[src/logic/ssc_pkg.sv]
// snack shopping calculator package: widths, digit types and card-check limits
package ssc_pkg;

    // ============================================================
    // sizes
    // ============================================================

    localparam int DIGIT_W    = 4;
    localparam int NUM_ITEMS  = 8;
    localparam int NUM_DIGITS = 16;

    // ============================================================
    // Luhn acceptance window
    // ============================================================

    // lowest and highest sums that still count as a real card
    localparam int CARD_SUM_MIN = 50;
    localparam int CARD_SUM_MAX = 120;
    localparam int CARD_MODULUS = 10;

    // ============================================================
    // types
    // ============================================================

    // one decimal digit, 0..9 in practice
    typedef logic [DIGIT_W-1:0] digit_t;

    // sixteen card digits, digit 0 in the top nibble
    typedef logic [NUM_DIGITS*DIGIT_W-1:0] card_t;

    // money in and change out
    typedef logic [8:0] money_t;

    // count times price, at most 81 for decimal digits
    typedef logic [7:0] cost_t;

    // eight digits, item 0 in the top nibble
    typedef logic [NUM_ITEMS*DIGIT_W-1:0] item_vec_t;

endpackage

[src/logic/card_checker.sv]
// card checker: Luhn sum of the sixteen card digits with a registered verdict
module card_checker (
    input  logic           clk,
    input  logic           rst_n,
    input  ssc_pkg::card_t card_num,
    output logic           card_ok
);

    logic [7:0] luhn_sum;
    logic       sum_ok;
    logic       digits_ok;

    // digit idx counted from the left, digit 0 is the top nibble
    function automatic ssc_pkg::digit_t card_digit(
        input ssc_pkg::card_t card,
        input int             idx
    );
        return card[(ssc_pkg::NUM_DIGITS - 1 - idx) * ssc_pkg::DIGIT_W +: ssc_pkg::DIGIT_W];
    endfunction

    // digit sum of 2*d, i.e. 0 2 4 6 8 1 3 5 7 9
    function automatic ssc_pkg::digit_t doubled_sum(input ssc_pkg::digit_t d);
        ssc_pkg::digit_t dbl;
        dbl = ssc_pkg::digit_t'(d << 1);
        if (d >= ssc_pkg::digit_t'(5)) begin
            return dbl - ssc_pkg::digit_t'(9);
        end
        return dbl;
    endfunction

    // ============================================================
    // Luhn sum
    // ============================================================

    always_comb begin
        luhn_sum  = '0;
        digits_ok = 1'b1;
        for (int i = 0; i < ssc_pkg::NUM_DIGITS; i++) begin
            // even index from the left gets doubled
            if (i % 2 == 0) begin
                luhn_sum = luhn_sum + doubled_sum(card_digit(card_num, i));
            end else begin
                luhn_sum = luhn_sum + card_digit(card_num, i);
            end
            if (card_digit(card_num, i) > ssc_pkg::digit_t'(9)) begin
                digits_ok = 1'b0;
            end
        end
    end

    // multiple of ten inside the window
    assign sum_ok = (luhn_sum >= ssc_pkg::CARD_SUM_MIN) &&
                    (luhn_sum <= ssc_pkg::CARD_SUM_MAX) &&
                    (luhn_sum % ssc_pkg::CARD_MODULUS == 0);

    // stage 1 verdict
    always_ff @(posedge clk or negedge rst_n) begin
        if (!rst_n) begin
            card_ok <= 1'b0;
        end else begin
            card_ok <= sum_ok;
        end
    end

    // card digits are decimal, the doubled-sum mapping is wrong otherwise
    a_card_digits_decimal : assert property (
        @(posedge clk) disable iff (!rst_n) digits_ok
    );

endmodule

[src/logic/change_calc.sv]
// change calculator: pays sorted costs from the money until one no longer fits
module change_calc (
    input  logic            clk,
    input  logic            rst_n,
    input  ssc_pkg::money_t input_money,
    input  logic            card_ok,
    input  ssc_pkg::cost_t  sorted_cost [0:ssc_pkg::NUM_ITEMS-1],
    output logic            out_valid,
    output ssc_pkg::money_t out_change
);

    ssc_pkg::money_t money_q;
    ssc_pkg::money_t remain;

    // ============================================================
    // stage 1 money, lines up with verdict and sorted costs
    // ============================================================

    always_ff @(posedge clk or negedge rst_n) begin
        if (!rst_n) begin
            money_q <= '0;
        end else begin
            money_q <= input_money;
        end
    end

    // ============================================================
    // greedy payment
    // ============================================================

    always_comb begin
        logic [9:0] diff;
        logic       stopped;
        remain  = money_q;
        stopped = 1'b0;
        for (int i = 0; i < ssc_pkg::NUM_ITEMS; i++) begin
            // one extra bit so a borrow shows up as bit 9
            diff = {1'b0, remain} - {2'b00, sorted_cost[i]};
            if (!stopped) begin
                if (diff[9]) begin
                    stopped = 1'b1;
                end else begin
                    remain = diff[8:0];
                end
            end
        end
    end

    // stage 2 outputs, rejected card hands back everything
    always_ff @(posedge clk or negedge rst_n) begin
        if (!rst_n) begin
            out_valid  <= 1'b0;
            out_change <= '0;
        end else begin
            out_valid  <= card_ok;
            out_change <= card_ok ? remain : money_q;
        end
    end

    // change is bounded by the money one stage back
    a_change_bounded : assert property (
        @(posedge clk) disable iff (!rst_n) out_change <= $past(money_q)
    );

endmodule

[src/logic/cost_sorter.sv]
// cost sorter: eight digit products ordered largest first by a compare-exchange network
module cost_sorter (
    input  logic               clk,
    input  logic               rst_n,
    input  ssc_pkg::item_vec_t snack_num,
    input  ssc_pkg::item_vec_t price,
    output ssc_pkg::cost_t     sorted_cost [0:ssc_pkg::NUM_ITEMS-1]
);

    // net[0] holds the raw products, net[k] the array after layer k
    ssc_pkg::cost_t net [0:6][0:ssc_pkg::NUM_ITEMS-1];

    // item idx from the left, item 0 is the top nibble
    function automatic ssc_pkg::digit_t item_digit(
        input ssc_pkg::item_vec_t vec,
        input int                 idx
    );
        return vec[(ssc_pkg::NUM_ITEMS - 1 - idx) * ssc_pkg::DIGIT_W +: ssc_pkg::DIGIT_W];
    endfunction

    // single digit multiplier
    function automatic ssc_pkg::cost_t digit_mul(
        input ssc_pkg::digit_t a,
        input ssc_pkg::digit_t b
    );
        return ssc_pkg::cost_t'(a) * ssc_pkg::cost_t'(b);
    endfunction

    // larger value goes to hi, ties keep their order
    function automatic void order_pair(
        input  ssc_pkg::cost_t a,
        input  ssc_pkg::cost_t b,
        output ssc_pkg::cost_t hi,
        output ssc_pkg::cost_t lo
    );
        if (a < b) begin
            hi = b;
            lo = a;
        end else begin
            hi = a;
            lo = b;
        end
    endfunction

    // ============================================================
    // products
    // ============================================================

    always_comb begin
        for (int i = 0; i < ssc_pkg::NUM_ITEMS; i++) begin
            net[0][i] = digit_mul(item_digit(snack_num, i), item_digit(price, i));
        end
    end

    // ============================================================
    // six-layer sort network
    // ============================================================

    always_comb begin
        // layer 1: (0,2) (1,3) (4,6) (5,7)
        net[1] = net[0];
        order_pair(net[0][0], net[0][2], net[1][0], net[1][2]);
        order_pair(net[0][1], net[0][3], net[1][1], net[1][3]);
        order_pair(net[0][4], net[0][6], net[1][4], net[1][6]);
        order_pair(net[0][5], net[0][7], net[1][5], net[1][7]);

        // layer 2: (0,4) (1,5) (2,6) (3,7)
        net[2] = net[1];
        order_pair(net[1][0], net[1][4], net[2][0], net[2][4]);
        order_pair(net[1][1], net[1][5], net[2][1], net[2][5]);
        order_pair(net[1][2], net[1][6], net[2][2], net[2][6]);
        order_pair(net[1][3], net[1][7], net[2][3], net[2][7]);

        // layer 3: neighbours
        net[3] = net[2];
        order_pair(net[2][0], net[2][1], net[3][0], net[3][1]);
        order_pair(net[2][2], net[2][3], net[3][2], net[3][3]);
        order_pair(net[2][4], net[2][5], net[3][4], net[3][5]);
        order_pair(net[2][6], net[2][7], net[3][6], net[3][7]);

        // layer 4: (2,4) (3,5)
        net[4] = net[3];
        order_pair(net[3][2], net[3][4], net[4][2], net[4][4]);
        order_pair(net[3][3], net[3][5], net[4][3], net[4][5]);

        // layer 5: (1,4) (3,6)
        net[5] = net[4];
        order_pair(net[4][1], net[4][4], net[5][1], net[5][4]);
        order_pair(net[4][3], net[4][6], net[5][3], net[5][6]);

        // layer 6: (1,2) (3,4) (5,6)
        net[6] = net[5];
        order_pair(net[5][1], net[5][2], net[6][1], net[6][2]);
        order_pair(net[5][3], net[5][4], net[6][3], net[6][4]);
        order_pair(net[5][5], net[5][6], net[6][5], net[6][6]);
    end

    // stage 1 sorted costs
    always_ff @(posedge clk or negedge rst_n) begin
        if (!rst_n) begin
            for (int i = 0; i < ssc_pkg::NUM_ITEMS; i++) begin
                sorted_cost[i] <= '0;
            end
        end else begin
            sorted_cost <= net[6];
        end
    end

    // network output must come out largest first
    for (genvar g = 0; g < ssc_pkg::NUM_ITEMS - 1; g++) begin : g_order_chk
        a_sorted_desc : assert property (
            @(posedge clk) disable iff (!rst_n) sorted_cost[g] >= sorted_cost[g+1]
        );
    end

endmodule

[src/logic/ssc_top.sv]
// snack shopping calculator top: card check and cost sort feeding the change stage
module ssc_top (
    input  logic               clk,
    input  logic               rst_n,
    input  ssc_pkg::card_t     card_num,
    input  ssc_pkg::money_t    input_money,
    input  ssc_pkg::item_vec_t snack_num,
    input  ssc_pkg::item_vec_t price,
    output logic               out_valid,
    output ssc_pkg::money_t    out_change
);

    // ============================================================
    // stage 1 results
    // ============================================================

    logic           card_ok;
    ssc_pkg::cost_t sorted_cost [0:ssc_pkg::NUM_ITEMS-1];

    // Luhn verdict
    card_checker u_card_checker (
        .clk      (clk),
        .rst_n    (rst_n),
        .card_num (card_num),
        .card_ok  (card_ok)
    );

    // item costs, largest first
    cost_sorter u_cost_sorter (
        .clk         (clk),
        .rst_n       (rst_n),
        .snack_num   (snack_num),
        .price       (price),
        .sorted_cost (sorted_cost)
    );

    // ============================================================
    // stage 2
    // ============================================================

    // money goes straight in, its own register keeps it in step
    change_calc u_change_calc (
        .clk         (clk),
        .rst_n       (rst_n),
        .input_money (input_money),
        .card_ok     (card_ok),
        .sorted_cost (sorted_cost),
        .out_valid   (out_valid),
        .out_change  (out_change)
    );

endmodule

[config.mk]
export PLATFORM = sky130hd
export DESIGN_NAME = ssc_top
export DESIGN_NICKNAME = d
export VERILOG_FILES = /design/src/logic/ssc_pkg.sv /design/src/logic/card_checker.sv /design/src/logic/change_calc.sv /design/src/logic/cost_sorter.sv /design/src/logic/ssc_top.sv
export SDC_FILE = /design/constraint.sdc
export NUM_CORES = 1
export LEC_CHECK = 0
export ABC_AREA = 1
export BUFFER_PORTS_ARGS = -buffer_cell sky130_fd_sc_hd__buf_2
export CORE_AREA = 2 2 187 189
export DETAILED_ROUTE_END_ITERATION = 10
export DIE_AREA = 0 0 189 191
export GPL_ROUTABILITY_DRIVEN = 0
export GPL_TIMING_DRIVEN = 0
export PLACE_DENSITY = 0.76
export REMOVE_ABC_BUFFERS = 1
export SYNTH_ARGS = -nofsm -noshare
export SYNTH_HDL_FRONTEND = slang
export SYNTH_SLANG_ARGS = --single-unit
[constraint.sdc]
create_clock -name clk -period 27.3 [get_ports clk]
set_input_delay 8.19 -clock clk [delete_from_list [all_inputs] [get_ports clk]]
set_output_delay 8.19 -clock clk [all_outputs]
set_load 0.005 [all_outputs]
==> impl_summary.log <==
[metrics] run status: completed
[metrics] Routed WL per cell: 13.0 um
[metrics] top library cells by usage in the layout, fill and taps aside: sky130_fd_sc_hd__nand2_1 (794), sky130_fd_sc_hd__inv_1 (478), sky130_fd_sc_hd__ha_1 (330)
[metrics] peak per-stage delay on the critical path: 0.82 ns
[metrics] Max H-tree Level: 3
[metrics] Setup-failing EPs final: 0
[metrics] CTS-repair resized insts: 0
[metrics] share of synthesized flip-flops with an asynchronous set or reset: 100%
[metrics] iteration-0 DRC count of the detailed router: 1062
[metrics] number of buffers added to fix hold violations after cts: 0
[metrics] kind of cell adding the most delay to the critical path: compound AO/OA/AOI/OAI gates
[metrics] type of the setup path with the least slack: in2reg
[metrics] number of global-route vias before repair: between 15000 and 20000
[metrics] Final Critical Period: around 21 ns
[metrics] setup repair after global routing missed its margin: false
[metrics] floorplan die area: ~0.036 mm^2
[metrics] number of sinks driven by the clock tree: 84
[metrics] standard-cell rows: 68
[metrics] # Max-Cap Violations: 0
[metrics] path category of the worst min-delay check: reg2reg
[metrics] Arr. time, crit path: approximately 21 ns
[metrics] die boundary width: ~190 um
[metrics] Yosys reg bits: 84
[metrics] area of the core region: about 0.034 mm^2
[metrics] count of inserted antenna diode cells: 0
[metrics] post-DR vias/cell: roughly 5.3
[metrics] Hold Startpoint: u_change_calc.money_q[2]
[metrics] wire length after detailed routing: approximately 44 mm
[metrics] number of cells on the worst reg-to-reg path: around 110
[metrics] final routed DRC violation total: 0
[metrics] register area share after synthesis: 11.3%
[metrics] clock transition at the register clock pins on the worst setup and hold paths after CTS: 0.06 ns
[metrics] commonest non-fill, non-tap cell in the layout: sky130_fd_sc_hd__nand2_1
[metrics] insertion delay to the later sink of the worst-skew pair: about 0.33 ns
[metrics] final hold viol count: 0
[metrics] Critical Path Start Type: input pin
[metrics] total half-perimeter wirelength after legalization and detailed placement: 38.4 mm
[metrics] Max Clock Freq: around 48 MHz
[metrics] start of the worst register-to-register path: u_cost_sorter.sorted_cost[58]
[metrics] Die Y: between 150 and 200 um
[metrics] slowest library cell on the worst path: sky130_fd_sc_hd__a211oi_2
[metrics] total area of multi-input combinational cells: between 0.01 and 0.015 mm^2
[metrics] top_reg_cell synth: sky130_fd_sc_hd__dfrtp_1
[metrics] Bufs on Longest Clock Path: 2
[metrics] share of post-route cells with drive strength above 1: a little under a tenth
[metrics] period utilization: roughly three quarters
[metrics] setup_tns: 0 ns
[metrics] first-pass GRT wire length: 73.0 mm
[metrics] overall via count from detail_route: 17599
[metrics] average footprint of a synthesized cell: 6.69 um^2
[metrics] buffers and inverters on the worst path: 7
[metrics] cell area after synthesis: about 0.019 mm^2
[metrics] Cells after Synth: 2781
[metrics] relative area change from synthesis to final layout: 7.58%
[metrics] number of pins with negative max-slew slack in the final report: 0
[metrics] CP Max Fanout: 18
[metrics] worst slew margin relative to its limit: 29.5%
[metrics] Reg area: between 0.002 and 0.0025 mm^2
[metrics] critical path data required time: between 20 and 30 ns
[metrics] Inserted Clock Buffers: 9
[metrics] EDFF count, synth: 0
[metrics] aggregate global-route resource usage: 24.0%
[metrics] number of distinct library cells after synthesis: 53
[metrics] measured slew at the worst slew-check pin: roughly 1.1 ns
[metrics] nets: 3450
[metrics] post-CTS setup buffer count: 0
[metrics] hold path cells: 2
[metrics] number of port buffers: ~150
[metrics] grt ovf: 0
[metrics] count of cell instances traversed by the critical path: 54
[metrics] starting density of the core: a little over half
[metrics] pin count of the biggest net entering global routing: 61
[metrics] I/O Pins: between 100 and 150
[metrics] critical path endpoint category: register
[metrics] worst setup skew after layout: between 0.007 and 0.008 ns
[metrics] antenna violations before repair: 1
[metrics] number of detailed-route iterations in the first pass: 6
[metrics] buffer type at the clock tree root: sky130_fd_sc_hd__clkbuf_16
[metrics] Worst setup startpoint: snack_num[16]
[metrics] CTS tree: yes
[metrics] Detail Route Antenna Nets: 0
[metrics] Yosys warning total: 0
[metrics] number of inserted filler cells in the final layout: 3258
==> layer usage <==
layer  global-route usage, %  vias up  wire length, um
met5                       0        -                0
met4                    9.07        0             1680
met2                    42.9      400            20800
met3                    1.30       99             1580
met1                    30.6     8015            19600
li1                        -     9085                -
==> Yosys cell counts, types with 31 or more instances <==
| cell type | n | area (um^2) |
|---|---|---|
| sky130_fd_sc_hd__a21oi_1 | 123 | 616 |
| sky130_fd_sc_hd__clkbuf_1 | 31 | 116 |
| sky130_fd_sc_hd__dfrtp_1 | 84 | 2100 |
| sky130_fd_sc_hd__fa_1 | 90 | 1800 |
| sky130_fd_sc_hd__ha_1 | 330 | 4130 |
| sky130_fd_sc_hd__inv_1 | 478 | 1790 |
| sky130_fd_sc_hd__nand2_1 | 794 | 2980 |
| sky130_fd_sc_hd__nand2_2 | 40 | 250 |
| sky130_fd_sc_hd__nand3_1 | 111 | 556 |
| sky130_fd_sc_hd__nor2_1 | 105 | 394 |
| sky130_fd_sc_hd__o21ai_0 | 301 | 1510 |
| sky130_fd_sc_hd__xnor2_1 | 44 | 385 |
| sky130_fd_sc_hd__xor2_1 | 49 | 429 |
==> final timing paths <==
| path | end | slack (ns) |
|---|---|---|
| max | u_cost_sorter.sorted_cost[9] | 6.67 |
| min | u_change_calc.out_change[2] | 0.54 |
| max reg2reg | u_change_calc.out_change[4] | 9.46 |
| min reg2reg | u_change_calc.out_change[2] | 0.54 |
| max in group asynchronous | u_cost_sorter.sorted_cost[42] | 18.96 |
| min in group asynchronous | u_change_calc.out_change[3] | 7.76 |
==> through the flow <==
| step | setup slack [ns] | area (um^2) | hold slack, ns | std cells | util, % |
|---|---|---|---|---|---|
| floorplan | 8.18 | 18300 | 0.474 | 2731 | - |
| global placement | 6.54 | 19700 | 0.539 | 3334 | 57.6 |
| detailed placement | 6.55 | 19700 | 0.544 | 3335 | 57.7 |
| CTS | 6.90 | 20000 | 0.554 | 3351 | 58.6 |
| global route | 5.40 | 20000 | 0.576 | 3351 | 58.6 |
| finish | 6.67 | 20000 | 0.538 | 3351 | 58.6 |
==> worst reg2reg max path, delay by kind of cell (launching register included) <==
kind	cells	cell delay [ns]
compound gates	42	7.72
simple gates	52	5.67
fa+ha+maj	8	2.56
buf+inv	12	1.41
flops	1	0.37
==> area by class of cell <==
cell class / count / area share [%]
Sequential cell: 84 / 10.5
Tap cell: 455 / 2.85
Clock inverter: 6 / 0.357
Multi-Input combinational cell: 2150 / 71.9
Inverter: 497 / 9.33
Clock buffer: 10 / 1.19
Timing Repair Buffer: 149 / 3.85
==> flip-flops by register name, summed over array words and instances (netlist names) <==
name / flops
u_cost_sorter.sorted_cost: 64
u_change_calc.out_valid: 1
u_change_calc.out_change: 9
u_change_calc.money_q: 9
u_card_checker.card_ok: 1
==> cell families after synthesis <==
group | share of synthesized area [%]
AOI/OAI and AO/OA | 14.9
muxes | 0.108
adders and majority gates | 31.9
buffers and inverters | 11.4
xor gates and xnor gates | 5.09
and+or+nand+nor | 25.3
DFF | 11.3
Power is not shown: default switching activity piles up to over one toggle a cycle in this logic, so the estimate is an artifact.
